File: src/lsu_pkg.sv
package lsu_pkg;

  // RISC-V major opcodes for the load and store classes
  localparam logic [6:0] opcode_load  = 7'b0000011;
  localparam logic [6:0] opcode_store = 7'b0100011;

  // encoded the same way as funct3[1:0]
  typedef enum logic [1:0] {
    size_byte = 2'd0,
    size_half = 2'd1,
    size_word = 2'd2
  } access_size_t;

  // raw instruction with operands already read
  typedef struct packed {
    logic [31:0] instr;
    logic [31:0] rs1_value;
    logic [31:0] rs2_value;
  } instr_packet_t;

  typedef struct packed {
    logic         is_load;
    logic         is_store;
    logic         is_unsigned;
    logic         illegal;
    access_size_t size;
    logic [4:0]   rd;
    logic [31:0]  imm;
    logic [31:0]  rs1_value;
    logic [31:0]  rs2_value;
  } decoded_t;

  // trap covers both illegal encodings and misaligned addresses
  typedef struct packed {
    logic         is_load;
    logic         is_store;
    logic         is_unsigned;
    access_size_t size;
    logic [4:0]   rd;
    logic [31:0]  addr;
    logic [31:0]  store_data;
    logic         trap;
  } access_req_t;

  typedef struct packed {
    logic         is_load;
    logic         is_unsigned;
    access_size_t size;
    logic [4:0]   rd;
    logic [1:0]   byte_offset;
    logic [31:0]  raw_data;
    logic         trap;
  } access_result_t;

  typedef struct packed {
    logic [4:0]  rd;
    logic [31:0] data;
    logic        write_enable;
    logic        trap;
  } writeback_t;

endpackage

File: src/lsu_execute.sv
`timescale 1ns/1ns

module lsu_execute (
  input  lsu_pkg::decoded_t    in,
  output lsu_pkg::access_req_t out
);

  logic [31:0] addr;
  logic        misaligned;

  // effective address is rs1 plus the sign extended immediate
  assign addr = in.rs1_value + in.imm;

  // bytes are never misaligned
  always_comb begin
    case (in.size)
      lsu_pkg::size_word: begin
        misaligned = |addr[1:0];
      end
      lsu_pkg::size_half: begin
        misaligned = addr[0];
      end
      default: begin
        misaligned = 1'b0;
      end
    endcase
  end

  always_comb begin
    out.is_load     = in.is_load;
    out.is_store    = in.is_store;
    out.is_unsigned = in.is_unsigned;
    out.size        = in.size;
    out.rd          = in.rd;
    out.addr        = addr;
    out.store_data  = in.rs2_value;
    out.trap        = in.illegal || misaligned;
  end

endmodule

File: config.mk
export PLATFORM = sky130hd
export DESIGN_NAME = lsu_execute
export DESIGN_NICKNAME = d
export VERILOG_FILES = /design/src/lsu_pkg.sv /design/src/lsu_execute.sv
export SDC_FILE = /design/constraint.sdc
export NUM_CORES = 1
export LEC_CHECK = 0
export BUFFER_PORTS_ARGS = -buffer_cell sky130_fd_sc_hd__buf_4
export CAP_MARGIN = 20
export CORE_AREA = 2 2 77 79
export DETAILED_ROUTE_END_ITERATION = 12
export DIE_AREA = 0 0 79 81
export GPL_TIMING_DRIVEN = 0
export PLACE_DENSITY_LB_ADDON = 0.08
export SYNTH_ARGS = -nofsm -noshare
export SYNTH_HDL_FRONTEND = slang
export SYNTH_SLANG_ARGS = --single-unit
File: constraint.sdc
create_clock -name vclk -period 4.2
set_input_delay 0.84 -clock vclk [all_inputs]
set_output_delay 0.84 -clock vclk [all_outputs]
set_load 0.01 [all_outputs]
==> metrics.md <==
| Metric | Value |
|---|---|
| HPWL after detailed placement | 5580 um |
| Area grow syn2layout | 54.1% |
| RSZ-0062 raised after global routing | no |
| Die Ht | 81 um |
| Tcrit/Tclk final | 0.965 |
| Antenna cells | 0 |
| Vias in the first global route | approximately 2300 |
| Max incr delay on CP | 350 ps |
| GP Congestion | ~0.8 |
| GR peak layer | met2 |
| Chip width | just under 80 um |
| Setup CP Type | primary input to primary output |
| HP Start | in[27] |
| PnR worst setup slack | 148 ps |
| Hold Violations, Final | 0 |
| Nature of the critical path endpoint | primary output |
| Largest net degree at the start of global routing | 11 |
| Layout cells sized above 1 | 0.480 |
| Met3 usage | 0.0144 |
| DR pass1 iterations | 4 |
| TNS Setup | 0 ps |
| Seq cells | 0 |
| CLK BUF | 0 |
| Worst min path class | primary input to primary output |
| CP cell instances | buf_4 > ha_1 > fa_2 > a21o_1 > a211o_1 > a211o_1 > a21boi_4 > o21ai_1 > a21oi_1 > xnor2_1 > buf_4 |
| CP Depth | 11 |
| Core box area | between 5000 and 6000 um2 |
| Most common cell after layout, fill and taps aside | buf_4 |
| Net Count, Synth | 441 |
| Syn Area/Cell | approximately 7.3 um2 |
| Crit-path slowest cell | fa_2 |
| Filler cells | 574 |
| Synthesized area | 2200 um2 |
| Commonest non-fill, non-tap cells in the layout | buf_4 (186), ha_1 (33), nand2_1 (30) |
| IO Pins | 182 |
| DP Area | 3360 um2 |
| Global-route wire length before repair | 10100 um |
| Post-synthesis simple-gate area fraction | 0.185 |
| Relative slew slack | 0.626 |
| Average wire per standard cell | about 12 um |
| Worst hold path cell count | 2 |
| # Max-Cap Violations | 0 |
| Mux share of post-synthesis cell area | 0.00454 |
| Status | complete, no violations |
| Site Rows | 28 |
| Antenna violations before repair | 0 |
| Routed vias/inst | 5.07 |
| Die ar. | roughly 6400 um2 |
| Initial core utilization | 0.388 |
| DRT Wirelength | about 6400 um |
| Register area share after synthesis | 0 |
| DR vias | 2629 |
| XOR/XNOR Fraction of Synth Area | 0.115 |
| 1st-iter DRT viols | 106 |
| Grt ovf | 0 |
| Critical path arrival | 3210 ps |
| Finished Cell Area | 3400 um2 |
| Fmax | 247 MHz |
| Max Transition Viols Final | 0 |
| Pre-CTS WS | approximately 52 ps |
| Peak VDD IR | 0.0854 mV |
| Final setup viols | 0 |
| DRC | 0 |
| Tot Pwr | 585 uW |
| Compound-cell area share of the yosys netlist | 0.312 |
| Met2 GRT Util | 0.351 |
| Largest family of logic cells by synthesized area | compound AO/OA/AOI/OAI gates |
| WHS | between 1500 and 2000 ps |
| PwrDens | ~170 nW/um2 |
| I/O Buffers | approximately 140 |
| WP data required | roughly 3400 ps |
| Pleak | 0.00173 uW |
| Synth warn | 0 |
| Crit-path max FO | 5 |
| Mapped Cells | 300 |
| Post-layout min period | 4050 ps |
| CP top delay family | compound AO/OA/AOI/OAI gates |
| Met1 usage | 0.229 |
| Final ANT Viol Nets | 0 |
| Worst Max-Slew Pin Slew | 547 ps |
| Total track usage | 0.183 |
| Register area | 0 um2 |
| CP bufs+invs | 2 |
| Nets | 587 |
| Hold EP | out[28] |
| Startpoint Class | primary input |
| Count of cell types in the netlist | 61 |
| Adder-cell share of the synthesized area | 0.196 |
==> report_power, final <==
| group | internal, uW | switching [uW] |
|---|---|---|
| Combinational | 311 | 274 |
| Clock | 0 | 0 |
| Sequential | 0 | 0 |
| Total | 311 | 274 |
==> final cells by class <==
cell class	instances	area (um2)	area share
buffer	48	380	0.112
inverter	8	30.0	0.00884
multi-input combinational	244	1810	0.533
tap	75	93.8	0.0276
timing repair buffer	144	1080	0.318
==> metrics by stage <==
step | utilization | std cells
final | 0.598 | 519
after global routing | 0.598 | 519
after CTS | 0.593 | 517
after detailed placement | 0.593 | 517
after global placement | 0.593 | 517
after floorplan | - | 300
==> repair_timing <==
item                                    CTS  global route
endpoints found under the setup margin    0             4
hold buffers                              0             0
buffers inserted                          0             2
resized for setup                         0             4
==> cell families (layout without fill, tap and decap cells) <==
| group | after synthesis | count (layout) |
|---|---|---|
| buffers and inverters | 56 | 200 |
| AOI/OAI and AO/OA | 95 | 95 |
| muxes | 1 | 1 |
| and+or+nand+nor | 85 | 85 |
| adders and majority gates | 34 | 34 |
| xor gates and xnor gates | 29 | 29 |
==> synthesized netlist by cell type, types with 2 or more instances <==
cell,count,share of area
buf_4,42,0.14
ha_1,33,0.19
nand2_1,30,0.051
a21oi_1,29,0.066
nor2_1,18,0.031
xnor2_1,18,0.072
xor2_1,11,0.044
a21o_1,9,0.031
inv_1,8,0.014
nor3_1,8,0.018
o21ai_0,8,0.018
nand3_1,6,0.014
nand4_1,5,0.014
o21ai_1,4,0.0091
o21bai_1,4,0.014
a31oi_1,3,0.0085
and2_2,3,0.010
buf_6,3,0.015
nor2b_1,3,0.0085
o31ai_1,3,0.010
a2111oi_0,2,0.0080
a211o_1,2,0.0080
a21boi_1,2,0.0068
a21oi_2,2,0.0080
a311oi_1,2,0.0080
clkbuf_8,2,0.012
nor4_1,2,0.0057
o2111ai_1,2,0.0080
o211ai_1,2,0.0068
o21a_1,2,0.0068
or3_1,2,0.0057
==> per-layer routing <==
layer,vias to the layer above,wire length [um]
li1,1348,-
met1,1167,2570
met2,106,3240
met3,8,481
met4,0,91
met5,-,0
==> how the worst max path moves through the flow <==
stage                          to  slack [ps]   start
after floorplan           out[51]         490  in[32]
after global placement    out[57]          50  in[32]
after detailed placement  out[57]          50  in[32]
after CTS                 out[57]          30  in[32]
after global routing      out[59]          40  in[32]
final                     out[51]         150  in[32]
(Power assumes the default switching activity.)
