===== src/lsu_pkg.sv =====
package lsu_pkg;

  // RISC-V major opcodes for the load and store classes
  localparam logic [6:0] opcode_load  = 7'b0000011;
  localparam logic [6:0] opcode_store = 7'b0100011;

  // encoded the same way as funct3[1:0]
  typedef enum logic [1:0] {
    size_byte = 2'd0,
    size_half = 2'd1,
    size_word = 2'd2
  } access_size_t;

  // raw instruction with operands already read
  typedef struct packed {
    logic [31:0] instr;
    logic [31:0] rs1_value;
    logic [31:0] rs2_value;
  } instr_packet_t;

  typedef struct packed {
    logic         is_load;
    logic         is_store;
    logic         is_unsigned;
    logic         illegal;
    access_size_t size;
    logic [4:0]   rd;
    logic [31:0]  imm;
    logic [31:0]  rs1_value;
    logic [31:0]  rs2_value;
  } decoded_t;

  // trap covers both illegal encodings and misaligned addresses
  typedef struct packed {
    logic         is_load;
    logic         is_store;
    logic         is_unsigned;
    access_size_t size;
    logic [4:0]   rd;
    logic [31:0]  addr;
    logic [31:0]  store_data;
    logic         trap;
  } access_req_t;

  typedef struct packed {
    logic         is_load;
    logic         is_unsigned;
    access_size_t size;
    logic [4:0]   rd;
    logic [1:0]   byte_offset;
    logic [31:0]  raw_data;
    logic         trap;
  } access_result_t;

  typedef struct packed {
    logic [4:0]  rd;
    logic [31:0] data;
    logic        write_enable;
    logic        trap;
  } writeback_t;

endpackage


===== src/lsu_decode.sv =====
`timescale 1ns/1ns

module lsu_decode (
  input  lsu_pkg::instr_packet_t in,
  output lsu_pkg::decoded_t      out
);

  logic [6:0]  opcode;
  logic [2:0]  funct3;
  logic [31:0] imm_i;
  logic [31:0] imm_s;
  logic        legal_load;
  logic        legal_store;

  assign opcode = in.instr[6:0];
  assign funct3 = in.instr[14:12];

  // I-format for loads, S-format splits the immediate around rd
  assign imm_i = {{20{in.instr[31]}}, in.instr[31:20]};
  assign imm_s = {{20{in.instr[31]}}, in.instr[31:25], in.instr[11:7]};

  // LB LH LW LBU LHU use funct3 0,1,2,4,5
  assign legal_load = (opcode == lsu_pkg::opcode_load) &&
                      (funct3 != 3'd3) && (funct3 != 3'd6) && (funct3 != 3'd7);

  // SB SH SW use funct3 0,1,2
  assign legal_store = (opcode == lsu_pkg::opcode_store) && (funct3 <= 3'd2);

  always_comb begin
    out.is_load     = legal_load;
    out.is_store    = legal_store;
    out.is_unsigned = legal_load && funct3[2];
    out.illegal     = !(legal_load || legal_store);
    out.rs1_value   = in.rs1_value;
    out.rs2_value   = in.rs2_value;

    // rd field only means a destination for a load
    if (legal_load) begin
      out.rd = in.instr[11:7];
    end else begin
      out.rd = 5'd0;
    end

    if (legal_store) begin
      out.imm = imm_s;
    end else begin
      out.imm = imm_i;
    end

    case (funct3[1:0])
      2'd0: begin
        out.size = lsu_pkg::size_byte;
      end
      2'd1: begin
        out.size = lsu_pkg::size_half;
      end
      default: begin
        out.size = lsu_pkg::size_word;
      end
    endcase

    // illegal items carry no access at all
    if (out.illegal) begin
      out.size = lsu_pkg::size_word;
    end
  end

endmodule


===== config.mk =====
export PLATFORM = sky130hd
export DESIGN_NAME = lsu_decode
export DESIGN_NICKNAME = d
export VERILOG_FILES = /design/src/lsu_pkg.sv /design/src/lsu_decode.sv
export SDC_FILE = /design/constraint.sdc
export NUM_CORES = 1
export LEC_CHECK = 0
export BUFFER_PORTS_ARGS = -buffer_cell sky130_fd_sc_hd__buf_2
export CAP_MARGIN = 20
export CORE_AREA = 2 2 78 80
export DETAILED_ROUTE_END_ITERATION = 10
export DIE_AREA = 0 0 80 82
export PLACE_DENSITY = 0.69
export SETUP_SLACK_MARGIN = 0.2
export SKIP_LAST_GASP = 1
export SYNTH_ARGS = -nofsm -noshare
export SYNTH_HDL_FRONTEND = slang
export SYNTH_SLANG_ARGS = --single-unit

===== constraint.sdc =====
create_clock -name vclk -period 0.9
set_input_delay 0.045 -clock vclk [all_inputs]
set_output_delay 0.045 -clock vclk [all_outputs]
set_load 0.01 [all_outputs]

==> impl_metrics.csv <==
group,metric,value,unit
setup_path,required,850,ps
floorplanning,dieHeight,82,um
placed_design,placed_cells,139,
worst_hold_path,worstHoldEndpoint,"out[45]",
pwr,power,0.126,mW
grt,antenna_found_initial,0,
pwr,pwr-share-comb,100.0,%
layout,final_cells,141,
floorplanning,die_area,6560,um2
worst_hold_path,worst_hold_path_type,"in -> out",
synth,synthesis.nets,215,
layout,regArea,0,um2
pwr,total_leakage_power,0.280,nW
placed_design,place.gp.congestion,0.431,
sta,period_needed,1220,ps
clock_network,hold_buffers,0,
sta,min_period_over_period,135,%
drt,ant_nets,0,
layout,area_growth,-34.6,%
sta,relSlewSlack,78.1,%
flow_run,drv_cap,0,
sta,fmax,823,MHz
setup_path,slowest_stage,"nor4b_4",
worst_hold_path,holdCritStartpoint,"in[45]",
grt,grt_pass1_wl,2.19,mm
layout,finalNetCount,164,
sta,setup_viol,16,
placed_design,io_buffer_count,36,
setup_path,cp.arrival,1170,ps
layout,flops_and_latches,0,
layout,n_clock_buffer,0,
setup_path,cp-end-kind,"primary output",
placed_design,dp_worst_setup_slack,-403,ps
sta,hold_violations,0,
layout,drive_gt1_share,86.4,%
pwr,p_sw,0.0531,mW
sta,timing.final.ws_setup,-315,ps
pwr,seq_power_share,0,%
grt,grt_usage,4.33,%
synth,yosysSeqAreaShare,0,%
worst_hold_path,hold_path_depth,0,
floorplanning,initial_core_util,15.8,%
run_status,violations,"setup timing",
grt,grt_overflow,0,
sta,maxSlewViolCount,0,
pwr,pwr-share-clk,0,%
grt,grt_pass1_vias,409,
synth,yosysWarnings,0,
sta,rsz0062_at_grt,"true",
drt,via_count,470,
floorplanning,die-width,80,um
pwr,power_density,213,nW/um2
floorplanning,io_pins,203,
pwr,intPower,0.0730,mW
drt,drt_iter0_markers,4,
sta,timing.hold.ws,90.0,ps
synth,syn_inst,119,
synth,ys_types,14,
synth,syn_area_per_cell,7.62,um2
drt,via_per_inst,3.33,
setup_path,critPathMaxFanout,6,
floorplanning,core,5750,um2
floorplanning,row_count,28,
grt,grt_max_degree,22,
synth,syn_area,907,um2
run_status,status,"finished with violations",
drt,wire_per_inst,13.3,um
setup_path,path_class,"in -> out",
setup_path,cp_cell_sequence,"buf_6 -> nor4b_4 -> nand4_4 -> mux2_2 -> buf_2",
drt,routed_wl,1.87,mm
sta,worst_pin_slew,328,ps
pwr,peakVddDrop,0.0000469,V
layout,n_antenna_cell,0,
drt,drcViolationCount,0,
drt,first_pass_iters,4,
setup_path,max_stage_delay,370,ps
pwr,p_sw_share,42.1,%
setup_path,crit_path_start_kind,"input port",
timing repair:
item	4_1_cts	5_1_grt
setup buffers	0	2
setup endpoints to repair	16	16
cloned	0	0
gates resized for setup	10	3
pin swaps	2	2
synth_stat cells:
cell type | count | area [um2]
buf_4 | 93 | 698
and2_1 | 6 | 37.5
mux2_2 | 5 | 56.3
nand2_1 | 3 | 11.3
a21oi_1 | 2 | 10.0
nor2b_1 | 2 | 12.5
and3_1 | 1 | 6.26
and3_2 | 1 | 7.51
and4_1 | 1 | 8.76
buf_2 | 1 | 5.00
inv_1 | 1 | 3.75
nand4_4 | 1 | 21.3
nor4b_4 | 1 | 23.8
o21ai_0 | 1 | 5.00
critical path: cells and delay by family:
kind / cells / cell delay, ps
simple gates: 2 / 570
mux: 1 / 320
buf+inv: 2 / 240
cell type report:
class,instances,area (um2)
fillers,667,5150
inverters,1,3.75
multi-input cells,24,218
well taps,75,93.8
repair buffers,41,278
routing by layer:
metal  part of all wire, %  GRT usage [%]  up-vias
met2                    41           6.00       87
met1                    17           1.88      171
met4                    14           6.78        0
met3                    28           5.27       36
met5                     0              0        -
li1                      -              -      176
worst max-delay path by stage:
stage | start | end | slack [ps] | cells past startpoint
final | in[70] | out[67] | -320 | 5
after global routing | in[70] | out[67] | -370 | 5
after CTS | in[70] | out[67] | -330 | 5
after detailed placement | in[70] | out[96] | -400 | 5
after global placement | in[70] | out[99] | -350 | 5
after floorplan | in[70] | out[100] | -2 | 4
cells by family after synthesis:
| kind of cell | Yosys count | synth area share [%] |
|---|---|---|
| AOI/OAI and AO/OA | 3 | 1.65 |
| muxes | 5 | 6.21 |
| buffers and inverters | 95 | 77.9 |
| and+or+nand+nor | 16 | 14.2 |
cells in the final DEF (no fill, tap or decap), drive strengths merged:
cell and instances:
nor4b 1, nor2b 2, inv 1, a21oi 2, nand2 3, buf 41
o21ai 1, and3 2, and4 1, nand4 1, and2 6, mux2 5
power groups by stage:
stage	combinational, mW	sequential, mW	clock (mW)
after floorplan	0.457	0	0
after global placement	0.115	0	0
after detailed placement	0.118	0	0
after CTS	0.126	0	0
after global routing	0.137	0	0
final	0.126	0	0
stage by stage:
step | setup TNS (ps) | instance area [um2] | utilization, %
6_report | -3810 | 593 | 10.3
5_1_grt | -4580 | 593 | 10.3
4_1_cts | -3810 | 568 | 9.89
3_5_place_dp | -4890 | 515 | 8.97
3_3_place_gp | -4270 | 515 | 8.97
2_1_floorplan | -13.2 | 928 | -
No activity file was read; power rests on OpenSTA's default activity.
