**config.mk**
```make
export PLATFORM = sky130hd
export DESIGN_NAME = accessor
export DESIGN_NICKNAME = d
export VERILOG_FILES = /design/src/lsu_pkg.sv /design/src/accessor.sv
export SDC_FILE = /design/constraint.sdc
export NUM_CORES = 1
export LEC_CHECK = 0
export ABC_CLOCK_PERIOD_IN_PS = 2400
export BUFFER_PORTS_ARGS = -buffer_cell sky130_fd_sc_hd__clkbuf_2
export CAP_MARGIN = 0
export CORE_MARGIN = 1
export CORE_UTILIZATION = 43
export CTS_CLUSTER_SIZE = 16
export DETAILED_ROUTE_END_ITERATION = 8
export PLACE_DENSITY = 0.83
export SLEW_MARGIN = 10
export SYNTH_ARGS = -nofsm -noshare
export SYNTH_HDL_FRONTEND = slang
export SYNTH_SLANG_ARGS = --single-unit
```
**constraint.sdc**
```tcl
create_clock -name clk -period 2.4 [get_ports clk]
set_input_delay 0.36 -clock clk [delete_from_list [all_inputs] [get_ports clk]]
set_output_delay 0.36 -clock clk [all_outputs]
set_load 0.01 [all_outputs]
```
**src/lsu_pkg.sv**
```systemverilog
package lsu_pkg;

  // RISC-V major opcodes for the load and store classes
  localparam logic [6:0] opcode_load  = 7'b0000011;
  localparam logic [6:0] opcode_store = 7'b0100011;

  // encoded the same way as funct3[1:0]
  typedef enum logic [1:0] {
    size_byte = 2'd0,
    size_half = 2'd1,
    size_word = 2'd2
  } access_size_t;

  // raw instruction with operands already read
  typedef struct packed {
    logic [31:0] instr;
    logic [31:0] rs1_value;
    logic [31:0] rs2_value;
  } instr_packet_t;

  typedef struct packed {
    logic         is_load;
    logic         is_store;
    logic         is_unsigned;
    logic         illegal;
    access_size_t size;
    logic [4:0]   rd;
    logic [31:0]  imm;
    logic [31:0]  rs1_value;
    logic [31:0]  rs2_value;
  } decoded_t;

  // trap covers both illegal encodings and misaligned addresses
  typedef struct packed {
    logic         is_load;
    logic         is_store;
    logic         is_unsigned;
    access_size_t size;
    logic [4:0]   rd;
    logic [31:0]  addr;
    logic [31:0]  store_data;
    logic         trap;
  } access_req_t;

  typedef struct packed {
    logic         is_load;
    logic         is_unsigned;
    access_size_t size;
    logic [4:0]   rd;
    logic [1:0]   byte_offset;
    logic [31:0]  raw_data;
    logic         trap;
  } access_result_t;

  typedef struct packed {
    logic [4:0]  rd;
    logic [31:0] data;
    logic        write_enable;
    logic        trap;
  } writeback_t;

endpackage

```
**src/accessor.sv**
```systemverilog
`timescale 1ns/1ns

module accessor #(
  parameter int ram_words = 256
) (
  input  logic                         clk,
  input  logic                         reset,
  // request from the execute stage
  input  logic                         req_valid,
  output logic                         req_ready,
  input  lsu_pkg::access_req_t         req,
  // result toward load_align
  output logic                         result_valid,
  input  logic                         result_ready,
  output lsu_pkg::access_result_t      result,
  // memory side
  output logic                         mem_valid,
  input  logic                         mem_ready,
  output logic [$clog2(ram_words)-1:0] mem_addr,
  output logic [3:0]                   mem_wstrb,
  output logic [31:0]                  mem_wdata,
  input  logic [31:0]                  mem_rdata
);

  localparam int addr_w = $clog2(ram_words);

  typedef enum logic [1:0] {
    st_idle,
    st_wait_mem,
    st_full
  } state_t;

  state_t      state;
  logic        accept;
  logic [3:0]  wstrb_next;
  logic [31:0] wdata_next;

  // a new request may enter while the result slot drains
  assign req_ready    = (state == st_idle) || ((state == st_full) && result_ready);
  assign accept       = req_valid && req_ready;
  assign result_valid = (state == st_full);

  // loads keep all strobes low
  always_comb begin
    wstrb_next = 4'b0000;
    wdata_next = req.store_data;
    if (req.is_store) begin
      case (req.size)
        lsu_pkg::size_word: begin
          wstrb_next = 4'b1111;
        end
        lsu_pkg::size_half: begin
          wstrb_next = req.addr[1] ? 4'b1100 : 4'b0011;
          wdata_next = {2{req.store_data[15:0]}};
        end
        default: begin
          wstrb_next = 4'b0001 << req.addr[1:0];
          wdata_next = {4{req.store_data[7:0]}};
        end
      endcase
    end
  end

  always_ff @(posedge clk) begin
    if (reset) begin
      state     <= st_idle;
      mem_valid <= 1'b0;
    end else begin
      case (state)
        st_wait_mem: begin
          // request stays up until the RAM answers
          if (mem_ready) begin
            mem_valid <= 1'b0;
            state     <= st_full;
          end
        end
        default: begin
          if (accept) begin
            if (req.trap) begin
              state <= st_full;
            end else begin
              mem_valid <= 1'b1;
              state     <= st_wait_mem;
            end
          end else if ((state == st_full) && result_ready) begin
            state <= st_idle;
          end
        end
      endcase
    end
  end

  always_ff @(posedge clk) begin
    if (accept) begin
      mem_addr           <= req.addr[addr_w+1:2];
      mem_wstrb          <= wstrb_next;
      mem_wdata          <= wdata_next;
      result.is_load     <= req.is_load;
      result.is_unsigned <= req.is_unsigned;
      result.size        <= req.size;
      result.rd          <= req.rd;
      result.byte_offset <= req.addr[1:0];
      result.raw_data    <= '0;
      result.trap        <= req.trap;
    end else if ((state == st_wait_mem) && mem_ready) begin
      result.raw_data <= mem_rdata;
    end
  end

endmodule

```
==> impl_metrics.csv <==
group,metric,value,unit
run_status,status,"completed",
worst_setup_path,worstPathCellList,"clkbuf_2 -> inv_1 -> ha_1 -> buf_4 -> and2_1 -> a21oi_1 -> o21ai_0",
detailed_routing,drc,0,
detailed_routing,drt_iter0_drc,130,
timing,holdWs,0.185,ns
clock_network,post_cts_buffers,0,
detailed_routing,via_count,2961,
global_route,grt_pass1_wl,13.1,mm
worst_setup_path,crit_type,"in2reg",
timing,fmax,601,MHz
timing,finalCritPeriodShare,69.3,%
worst_setup_path,cp.arrival,1.84,ns
run,drv_cap,0,
global_route,use_met3,5.06,%
min_path,hold_path_class,"in2reg",
global_route,grt_max_degree,89,
power_and_ir_drop,power_density,746,nW/um^2
global_route,grt_pass1_vias,2721,
cells_and_area,n_antenna_cell,0,
cells_and_area,final_cells,580,
worst_setup_path,cp.required,2.57,ns
global_route,met1_usage,24.3,%
power_and_ir_drop,max-vdd-ir-drop,401,uV
timing,finalSetupTns,0,ns
clock_network,cts_resized,0,
worst_setup_path,cpPeakStageDelay,0.49,ns
die,fp-row-count,32,
die,die_w,91.9,um
die,io_pins,203,
timing,setup_viol,0,
placed_design,dp_cells,564,
worst_setup_path,cp-start-kind,"input pin",
clock_network,cts_buffers,9,
timing,maxSlewViolCount,0,
logic_synthesis,synth_area_per_cell,11.8,sq um
clock_network,cts.clk_slew.worst_paths,0.10,ns
logic_synthesis,synthesis.area,3470,sq um
timing,skew,0.0126,ns
timing,worst_pin_slew,0.551,ns
clock_network,cts.sinks,91,
logic_synthesis,syn_nets,409,
detailed_routing,wl,8.63,mm
placed_design,io_buffer_count,180,
detailed_routing,vias_per_cell,5.11,
logic_synthesis,ys.warnings.count,0,
global_route,antenna_found_initial,0,
clock_network,cts-root-buf,"clkbuf_8",
worst_setup_path,crit_slowest_cell,"and2_1",
die,die_h,91.9,um
worst_setup_path,cp_max_fo,15,
power_and_ir_drop,p_leak,2.05,nW
clock_network,cts-htree-levels,3,
timing,hold_viol_final,0,
cells_and_area,drive_gt1_share,42.5,%
placed_design,dp_hpwl,6.23,mm
global_route,grt_overflow,0,
clock_network,cts_buffer_depth,2,
clock_network,cts_tree,"done",
timing,fin_crit,1.66,ns
global_route,use_met2,34.8,%
die,core_area,7770,sq um
detailed_routing,drt-wirelength-per-cell,14.9,um
timing,rsz0062_at_grt,"false",
placed_design,gpl.final_weighted_congestion,0.837,
clock_network,clock_latency,0.35,ns
logic_synthesis,yosysUniqueCellTypes,25,
global_route,busiest_layer,"met2",
logic_synthesis,synthesis.instances,295,
global_route,grt_usage,19.8,%
logic_synthesis,ys_seq_area_share,68.6,%
die,dieArea,8440,sq um
die,start_util,44.7,%
worst_setup_path,worst_setup_path_end_kind,"flop",
detailed_routing,final_antenna_net_count,0,
clock_network,hold_buffers,0,
cells_and_area,area_delta_synth_final,34.4,%
timing,maxSlewHeadroom,63.3,%
logic_synthesis,ys_seq_elements,91,
detailed_routing,drt_first_pass_iters,4,
cells_and_area,fin_nets,587,
sequential cells by signal (all words and copies together), names as in the netlist:
name       cells
mem_valid      1
result        44
mem_wstrb      4
mem_wdata     32
mem_addr       8
state          2
through the flow:
stage               util (%)  instance area, sq um  setup slack [ns]  total power [W]
finish                  60.1                  4670             0.736          0.00348
detailed placement      57.5                  4470             0.428          0.00247
global placement        57.5                  4470             0.477          0.00245
floorplan                  -                  3470             0.384          0.00219
CTS                     60.1                  4670             0.787          0.00350
global route            60.1                  4670             0.671          0.00363
critical path, delay by kind of cell:
kind	cells	cell delay, ns
buffers and inverters	3	0.36
adder cells (fa/ha/maj)	1	0.38
AND/OR/NAND/NOR	1	0.49
AO/OA/AOI/OAI	2	0.25
final timing paths:
path	cells past startpoint	endpoint	startpoint	slack, ns
worst max-delay path	7	mem_wdata[29]$_DFFE_PP_	req[70]	0.74
worst min register to register	2	result[31]$_SDFFE_PP0P_	result[31]$_SDFFE_PP0P_	0.46
worst max register to register	3	mem_wstrb[0]$_SDFFCE_PN0P_	state[0]$_SDFFE_PP0P_	0.81
worst min-delay path	1	result[36]$_DFFE_PP_	req[66]	0.18
cell usage after synthesis:
cell      instances  area share, %
inv_1             4           0.43
o21ai_1           1           0.14
a22o_1           18            4.5
clkbuf_1          4           0.43
dfxtp_1          35             20
mux2i_1           1           0.29
nand3b_1          2           0.43
nand2_1          67            7.2
a21oi_1          42            6.1
nor2b_1          11            2.0
or2_2             1           0.18
o21a_1            1           0.22
a211o_1           1           0.25
a21boi_0          2           0.43
and2_1            7            1.3
a31oi_1           1           0.18
a211oi_2          1           0.36
nand2b_1          2           0.36
o21ai_0          12            1.7
nor2_1            1           0.11
ha_1              2           0.72
buf_2            14            2.0
edfxtp_1         56             48
and3b_1           2           0.50
a22oi_1           7            1.5
area by class of cell:
| cell class | count | area, sq um |
|---|---|---|
| repair buffers | 185 | 951 |
| clock buffers | 10 | 128 |
| inverters | 4 | 15.0 |
| clock inverters | 6 | 71.3 |
| multi-input cells | 182 | 992 |
| flip-flops and latches | 91 | 2380 |
| well taps | 102 | 128 |
| fillers | 659 | 3100 |
power by group:
part           leakage [nW]  switching, W  internal (W)  total, W
logic                  1.13      0.000327      0.000235  0.000562
clock network        0.0935      0.000553      0.000492   0.00104
registers             0.827     0.0000516       0.00182   0.00187
total                  2.05      0.000931       0.00255   0.00348
cells by family after synthesis:
kind of cell	count (synthesis)	share of synthesized area, %
compound gates	86	15.4
fa+ha+maj	2	0.721
buf+inv	22	2.88
flops	91	68.6
mux	1	0.288
simple gates	93	12.1
cell usage in the layout, fill, tap and decap left out, types with 2 or more instances in the layout:
cell,synthesis,layout
clkbuf_2,0,180
nand2_1,67,67
edfxtp_1,56,56
a21oi_1,42,42
dfxtp_1,35,35
a22o_1,18,18
o21ai_0,12,12
nor2b_1,11,11
clkbuf_8,0,9
a22oi_1,7,7
and2_1,7,6
inv_1,4,4
buf_4,0,4
nand2b_1,2,2
and3b_1,2,2
nand3b_1,2,2
a21boi_0,2,2
ha_1,2,2
inv_6,0,2
clkinvlp_4,0,2
metal layers:
metal | vias to the layer above | routed length, um
li1 | 1409 | -
met1 | 1424 | 3510
met2 | 124 | 4490
met3 | 4 | 572
met4 | 0 | 56
met5 | - | 0
Note: power is estimated with default switching activity, not from simulation.
