$ cat src/lsu_pkg.sv
package lsu_pkg;

  // RISC-V major opcodes for the load and store classes
  localparam logic [6:0] opcode_load  = 7'b0000011;
  localparam logic [6:0] opcode_store = 7'b0100011;

  // encoded the same way as funct3[1:0]
  typedef enum logic [1:0] {
    size_byte = 2'd0,
    size_half = 2'd1,
    size_word = 2'd2
  } access_size_t;

  // raw instruction with operands already read
  typedef struct packed {
    logic [31:0] instr;
    logic [31:0] rs1_value;
    logic [31:0] rs2_value;
  } instr_packet_t;

  typedef struct packed {
    logic         is_load;
    logic         is_store;
    logic         is_unsigned;
    logic         illegal;
    access_size_t size;
    logic [4:0]   rd;
    logic [31:0]  imm;
    logic [31:0]  rs1_value;
    logic [31:0]  rs2_value;
  } decoded_t;

  // trap covers both illegal encodings and misaligned addresses
  typedef struct packed {
    logic         is_load;
    logic         is_store;
    logic         is_unsigned;
    access_size_t size;
    logic [4:0]   rd;
    logic [31:0]  addr;
    logic [31:0]  store_data;
    logic         trap;
  } access_req_t;

  typedef struct packed {
    logic         is_load;
    logic         is_unsigned;
    access_size_t size;
    logic [4:0]   rd;
    logic [1:0]   byte_offset;
    logic [31:0]  raw_data;
    logic         trap;
  } access_result_t;

  typedef struct packed {
    logic [4:0]  rd;
    logic [31:0] data;
    logic        write_enable;
    logic        trap;
  } writeback_t;

endpackage

$ cat src/load_align.sv
`timescale 1ns/1ns

module load_align (
  input  lsu_pkg::access_result_t in,
  output lsu_pkg::writeback_t     out
);

  logic [7:0]  sel_byte;
  logic [15:0] sel_half;
  logic [31:0] load_value;

  // pick the addressed lane out of the raw word
  assign sel_byte = in.raw_data[{in.byte_offset, 3'b000} +: 8];
  assign sel_half = in.byte_offset[1] ? in.raw_data[31:16] : in.raw_data[15:0];

  always_comb begin
    case (in.size)
      lsu_pkg::size_byte: begin
        if (in.is_unsigned) begin
          load_value = {24'd0, sel_byte};
        end else begin
          load_value = {{24{sel_byte[7]}}, sel_byte};
        end
      end
      lsu_pkg::size_half: begin
        if (in.is_unsigned) begin
          load_value = {16'd0, sel_half};
        end else begin
          load_value = {{16{sel_half[15]}}, sel_half};
        end
      end
      default: begin
        load_value = in.raw_data;
      end
    endcase
  end

  always_comb begin
    out.rd   = in.rd;
    out.trap = in.trap;
    if (in.is_load && !in.trap) begin
      out.data = load_value;
      // x0 is never written
      out.write_enable = (in.rd != 5'd0);
    end else begin
      out.data         = 32'd0;
      out.write_enable = 1'b0;
    end
  end

endmodule

$ cat config.mk
export PLATFORM = sky130hd
export DESIGN_NAME = load_align
export DESIGN_NICKNAME = d
export VERILOG_FILES = /design/src/lsu_pkg.sv /design/src/load_align.sv
export SDC_FILE = /design/constraint.sdc
export NUM_CORES = 1
export LEC_CHECK = 0
export ABC_AREA = 1
export BUFFER_PORTS_ARGS = -buffer_cell sky130_fd_sc_hd__buf_2
export CAP_MARGIN = 20
export CORE_ASPECT_RATIO = 0.7
export CORE_MARGIN = 2
export CORE_UTILIZATION = 44
export DETAILED_ROUTE_END_ITERATION = 12
export GPL_ROUTABILITY_DRIVEN = 0
export PLACE_DENSITY = 0.95
export SYNTH_ARGS = -nofsm -noshare
export SYNTH_HDL_FRONTEND = slang
export SYNTH_SLANG_ARGS = --single-unit
$ cat constraint.sdc
create_clock -name vclk -period 2.7
set_input_delay 0.405 -clock vclk [all_inputs]
set_output_delay 0.405 -clock vclk [all_outputs]
set_load 0.05 [all_outputs]
==> results of run 1 <==
## layout make-up
cell class / count / area (sq um) / area share
Multi-Input combinational cell: 165 / 793 / 0.578
Inverter: 22 / 92.6 / 0.0675
Timing Repair Buffer: 87 / 445 / 0.325
Tap cell: 32 / 40.0 / 0.0292
## cells by family after synthesis
| kind of cell | synth area share |
|---|---|
| buffers and inverters | 0.197 |
| AOI/OAI and AO/OA | 0.0266 |
| and+or+nand+nor | 0.776 |
## report_power, final
| part | internal, mW | switching, mW |
|---|---|---|
| logic | 0.0832 | 0.203 |
| clock network | 0 | 0 |
| registers | 0 | 0 |
| total | 0.0832 | 0.203 |
## stage by stage
stage	setup WS (ns)	total power [mW]
global route	0.239	0.310
global placement	0.450	0.283
CTS	0.396	0.287
finish	0.389	0.286
floorplan	0.195	0.216
detailed placement	0.401	0.286
## synth_stat cells
| cell type | number |
|---|---|
| nor2_4 | 10 |
| buf_12 | 1 |
| or2_2 | 1 |
| nand2_1 | 102 |
| nor2_1 | 23 |
| nand2_4 | 5 |
| inv_1 | 20 |
| nor2_8 | 1 |
| buf_6 | 1 |
| o41ai_1 | 1 |
| a21oi_1 | 2 |
| nand3_2 | 1 |
| a21boi_0 | 1 |
| clkbuf_1 | 5 |
| inv_4 | 1 |
| inv_8 | 1 |
| nor2_2 | 2 |
| nand3_1 | 16 |
| buf_4 | 7 |
## layer usage
layer / share of wire / GRT usage
met5: 0 / 0
met4: 0 / 0.0174
met3: 0.084 / 0.0149
met2: 0.48 / 0.404
met1: 0.43 / 0.288
## how the worst max path moves through the flow
stage / slack [ns] / cells past startpoint / endpoint / from
after detailed placement: 0.40 / 11 / out[21] / in[34]
final: 0.39 / 11 / out[21] / in[34]
after floorplan: 0.19 / 8 / out[9] / in[41]
after CTS: 0.40 / 11 / out[21] / in[34]
after global routing: 0.24 / 11 / out[21] / in[34]
after global placement: 0.45 / 11 / out[33] / in[34]
==> results.toml, run 1 <==
[yosys]
syn_nets = 245
ys.warnings.count = 0
yosys.area.top_type = "nand2_1"
synth.cell_area_sq_um = 988
ys_seq_area_frac = 0
ys_top_cells_by_area = "nand2_1, nor2_4, nor2_1"
netlist_instances = 201
yosysUniqueCellTypes = 19
synth_area_per_cell_sq_um = 4.92
synth_top_area_frac = 0.387

[placed_design]
dp.cells = 306
portBuffers = 83
placed_cell_area_sq_um = 1370
hpwl_mm = 2.43

[global_routing]
grt_max_degree = 19
grt_remaining_overflow = 0
grtUsageTotal = 0.218
grt_pass1_wl_mm = 4.77
antenna_found_initial = 0
grt_pass1_vias = 1193

[setup_path]
cp_cell_sequence = "buf_2, inv_4, nand2_1, nand2_1, nand2_4, nand2_4, nand2_4, nand3_2, nand2_4, nor2_1, buf_2"
path_max_fanout = 16
worst-setup-path-type = "in2out"
crit_required_ns = 2.30
cp_common_cell = "nand2_4"
cp_top_family = "simple AND/OR/NAND/NOR gates"
setup.worst_path.start_class = "input pin"
cp_num_buf_inv = 3
slowest_delay_ns = 0.28
end_kind = "output port"
slowest_stage = "buf_2"
cp.arrival_ns = 1.91

[power_and_ir_drop]
p_leak_nw = 1.01
powerDensity_nw_per_um2 = 209
vdd_ir_drop_max_uv = 92.0

[timing]
finalSetupViolCount = 0
rsz0062_at_grt = "false"
fin_crit_ns = 2.31
fmaxAchievable_ghz = 0.433
maxSlewHeadroom = 0.605
finalSetupTns_ns = 0
post-route-period-util = 0.856
drv_slew = 0
hold_ws_ns = 1.11
hold_violations = 0
tightestPinTransition_ns = 0.593

[die]
core_sq_um = 2140
die_x_um = 60.7
num_rows = 14
dieHeight_um = 43.7
initial_core_util = 0.463
ioPinCount = 83
die_area_sq_um = 2650

[finish]
postLayoutCoreUtil = 0.642
fill_cells = 232
layout.cells.most_common_list = "nand2_1, buf_2, nor2_1, inv_1, nand3_1"
num-clock-buffers = 0
antenna_cells = 0
finalInstanceArea_sq_um = 1370
areaGrowthSynthToFinish_pct = 38.7
register_area_sq_um = 0
layout-drive-gt1-share = 0.398
design.seq.count = 0
fin_cells = 306
final_nets = 320
final_common_cell = "nand2_1"

[cts]
post_cts_buffers = 0
cts-resized-gates = 0
cts-hold-fix-buffers = 0

[detailed_routing]
wirelength_mm = 2.99
ant_nets = 0
via_per_inst = 4.61
num_vias = 1410
first_pass_iters = 4
drt_iter0_markers = 47
routedWlPerCell_um = 9.77
drc_errors = 0

[hold_path]
hp-start = "in[35]"
min_to = "out[34]"
whs_path_depth = 2
min-delay-path-class = "in2out"

[run_status]
status = "finished, final reports clean"

[job]
maxCapViolCount = 0
No activity file was read; power rests on OpenSTA's default activity.
==> run 2, diff against run 1 <==
REMOVE_ABC_BUFFERS = 1   (was unset)
==> results.toml, run 2 (synthesized netlist as in run 1, its figures left out) <==
[cts]
cts-resized-gates = 0
cts-hold-fix-buffers = 0
post_cts_buffers = 0

[power_and_ir_drop]
swShare = 0.708
p_int_mw = 0.0832
power_frac_comb = 1.000
vdd_ir_drop_max_uv = 102
powerDensity_nw_per_um2 = 208
p_leak_nw = 1.01
seqPwrFrac = 0
p_sw_mw = 0.202
clkPwrFrac = 0

[die]
core_sq_um = 2140
die_x_um = 60.7
initial_core_util = 0.463
num_rows = 14
dieHeight_um = 43.7
ioPinCount = 83
die_area_sq_um = 2650

[placed_design]
pre_cts_ws_ns = 0.411
placed_cell_area_sq_um = 1370
portBuffers = 83
hpwl_mm = 2.43

[timing]
tightestPinTransition_ns = 0.624
finalSetupViolCount = 0
maxSlewHeadroom = 0.584
finalSetupTns_ns = 0
hold_violations = 0
hold_ws_ns = 1.11
rsz0062_at_grt = "false"
post-route-period-util = 0.847
fin_crit_ns = 2.29
fin_ws_ns = 0.412
drv_slew = 0
fmaxAchievable_ghz = 0.437

[setup_path]
crit_required_ns = 2.30
setup.worst_path.start_class = "input pin"
worst-setup-path-type = "in2out"
cp.arrival_ns = 1.88
path_max_fanout = 16
end_kind = "output port"

[detailed_routing]
via_per_inst = 4.59
wirelength_mm = 2.97
drc_errors = 0
ant_nets = 0
first_pass_iters = 4
drt_iter0_markers = 63
num_vias = 1405
routedWlPerCell_um = 9.71

[job]
maxCapViolCount = 0

[finish]
register_area_sq_um = 0
final_nets = 320
layout-drive-gt1-share = 0.398
final_common_cell = "nand2_1"
antenna_cells = 0
layout.cells.most_common_list = "nand2_1, buf_2, nor2_1, inv_1, nand3_1"
areaGrowthSynthToFinish_pct = 38.7
num-clock-buffers = 0
postLayoutCoreUtil = 0.642
finalInstanceArea_sq_um = 1370
design.seq.count = 0

[hold_path]
min-delay-path-class = "in2out"

[global_routing]
grt_pass1_wl_mm = 4.62
grtUsageTotal = 0.217
grt_pass1_vias = 1116
grt_max_degree = 19
grt_remaining_overflow = 0
antenna_found_initial = 0

[run_status]
status = "finished, final reports clean"
[run 2: cell counts in the layout (fill, tap and decap cells not counted)]
Identical to the previous run, type by type.
[run 2: final timing paths]
check | cells after the start | to | startpoint
setup / recovery | 11 | out[22] | in[34]
hold / removal | 2 | out[34] | in[35]
[run 2: critical path, cell delays in order]
cell and delay [ns]:
buf_2 0.13, inv_4 0.15, nand2_1 0.07, nand2_1 0.15
nand2_4 0.07, nand2_4 0.08, nand2_4 0.08, nand3_2 0.09
nand2_4 0.20, nor2_1 0.18, buf_2 0.28
[run 2: cell type report]
| class | instances | area, sq um |
|---|---|---|
| fill | 227 | 766 |
| inverter | 22 | 92.6 |
| multi-input combinational | 165 | 793 |
| tap | 32 | 40.0 |
| timing repair buffer | 87 | 445 |
[run 2: power by group through the flow]
stage	Combinational (mW)	Sequential [mW]	Clock, mW
2_1_floorplan	0.178	0	0
3_3_place_gp	0.284	0	0
3_5_place_dp	0.286	0	0
4_1_cts	0.287	0	0
5_1_grt	0.310	0	0
6_report	0.285	0	0
[run 2: routing by layer]
metal  GRT usage  routed length (um)
met5           0                   0
met2       0.394                1350
met1       0.296                1320
met3      0.0209                 302
met4           0                   0
[run 2: metrics by stage]
step | cells | total power, mW
finish | 306 | 0.285
global route | 306 | 0.310
CTS | 306 | 0.287
detailed placement | 306 | 0.286
global placement | 306 | 0.284
floorplan | 187 | 0.178
==> run 3, diff against run 2 <==
CORE_UTILIZATION = 37   (was 44)
PLACE_DENSITY = 0.88   (was 0.95)
clock period = 2 ns   (was 2.7 ns; I/O delays follow)
==> results.toml, run 3 (synthesized netlist as in run 1, its figures left out) <==
[finish]
num-clock-buffers = 0
final_nets = 327
layout.cells.most_common_list = "nand2_1, buf_2, nor2_1, inv_1, nand3_1"
design.seq.count = 0
antenna_cells = 0
fin_cells = 315
areaGrowthSynthToFinish_pct = 51.3
fill_cells = 255
postLayoutCoreUtil = 0.599
layout-drive-gt1-share = 0.413
final_common_cell = "nand2_1"
register_area_sq_um = 0
finalInstanceArea_sq_um = 1500

[detailed_routing]
drt_iter0_markers = 62
first_pass_iters = 7
ant_nets = 0
num_vias = 1455
wirelength_mm = 3.37
routedWlPerCell_um = 10.7
drc_errors = 0
via_per_inst = 4.62

[power_and_ir_drop]
p_leak_nw = 1.03
swShare = 0.688
p_sw_mw = 0.287
seqPwrFrac = 0
vdd_ir_drop_max_uv = 121
power_frac_comb = 1.000
p_int_mw = 0.130
clkPwrFrac = 0
powerDensity_nw_per_um2 = 279

[global_routing]
grt_max_degree = 18
grt_pass1_vias = 1151
antenna_found_initial = 0
grt_remaining_overflow = 0
grt_pass1_wl_mm = 4.98
grtUsageTotal = 0.200

[die]
dieHeight_um = 47.2
die_area_sq_um = 3110
ioPinCount = 83
num_rows = 15
core_sq_um = 2500
initial_core_util = 0.396
die_x_um = 65.8

[timing]
finalSetupTns_ns = 0
tightestPinTransition_ns = 0.609
post-route-period-util = 0.950
drv_slew = 0
maxSlewHeadroom = 0.594
hold_violations = 0
fmaxAchievable_ghz = 0.526
finalSetupViolCount = 0
hold_ws_ns = 0.899
rsz0062_at_grt = "false"
fin_crit_ns = 1.90

[setup_path]
cp-endpoint = "out[9]"
cp.arrival_ns = 1.60
crit_required_ns = 1.70
path_max_fanout = 7
setup.worst_path.start_class = "input pin"
worstSetupStartpoint = "in[0]"
worst-setup-path-type = "in2out"
end_kind = "output port"

[job]
maxCapViolCount = 0

[placed_design]
portBuffers = 83
hpwl_mm = 2.62
dp.cells = 314
placed_cell_area_sq_um = 1420

[cts]
cts-hold-fix-buffers = 0

[run_status]
status = "finished, final reports clean"

[hold_path]
min-delay-path-class = "in2out"
whs_path_depth = 2
[run 3: stage by stage]
step	setup slack, ns	total power, mW
2_1_floorplan	-0.259	0.240
3_3_place_gp	0.0248	0.394
3_5_place_dp	-0.0123	0.398
4_1_cts	0.000277	0.400
5_1_grt	0.00363	0.450
6_report	0.0999	0.417
[run 3: layer usage]
metal	track usage	vias to the layer above	share of wire
met5	0	-	0
met4	0.0167	0	0
met3	0.0168	0	0.10
met2	0.347	73	0.47
met1	0.284	624	0.43
li1	-	758	-
[run 3: worst min-delay path by stage]
| stage | from | end | slack, ns |
|---|---|---|---|
| 2_1_floorplan | in[0] | out[0] | 0.60 |
| 3_3_place_gp | in[35] | out[34] | 0.90 |
| 3_5_place_dp | in[36] | out[35] | 0.90 |
| 4_1_cts | in[35] | out[34] | 0.90 |
| 5_1_grt | in[36] | out[35] | 0.91 |
| 6_report | in[36] | out[35] | 0.90 |
[run 3: power by group through the flow]
stage | Sequential (mW) | Combinational (mW) | Clock, mW
6_report | 0 | 0.417 | 0
4_1_cts | 0 | 0.400 | 0
3_5_place_dp | 0 | 0.398 | 0
5_1_grt | 0 | 0.450 | 0
2_1_floorplan | 0 | 0.240 | 0
3_3_place_gp | 0 | 0.394 | 0
[run 3: worst max-delay path, cell delays in order]
cell and delay (ns):
buf_2 0.11, nor2_2 0.49, buf_4 0.25, a21boi_0 0.16, buf_2 0.29
[run 3: timing repair]
action | CTS | global route
hold endpoints to repair | 0 | 0
setup endpoints to repair | 2 | 16
cloned | 0 | 1
buffers inserted | 0 | 0
gates resized for setup | 2 | 19
[run 3: area by class of cell]
| cell class | count | area (sq um) | share of cell area |
|---|---|---|---|
| Multi-Input combinational cell | 166 | 830 | 0.555 |
| Inverter | 22 | 92.6 | 0.0619 |
| Tap cell | 34 | 42.5 | 0.0285 |
| Timing Repair Buffer | 93 | 531 | 0.355 |
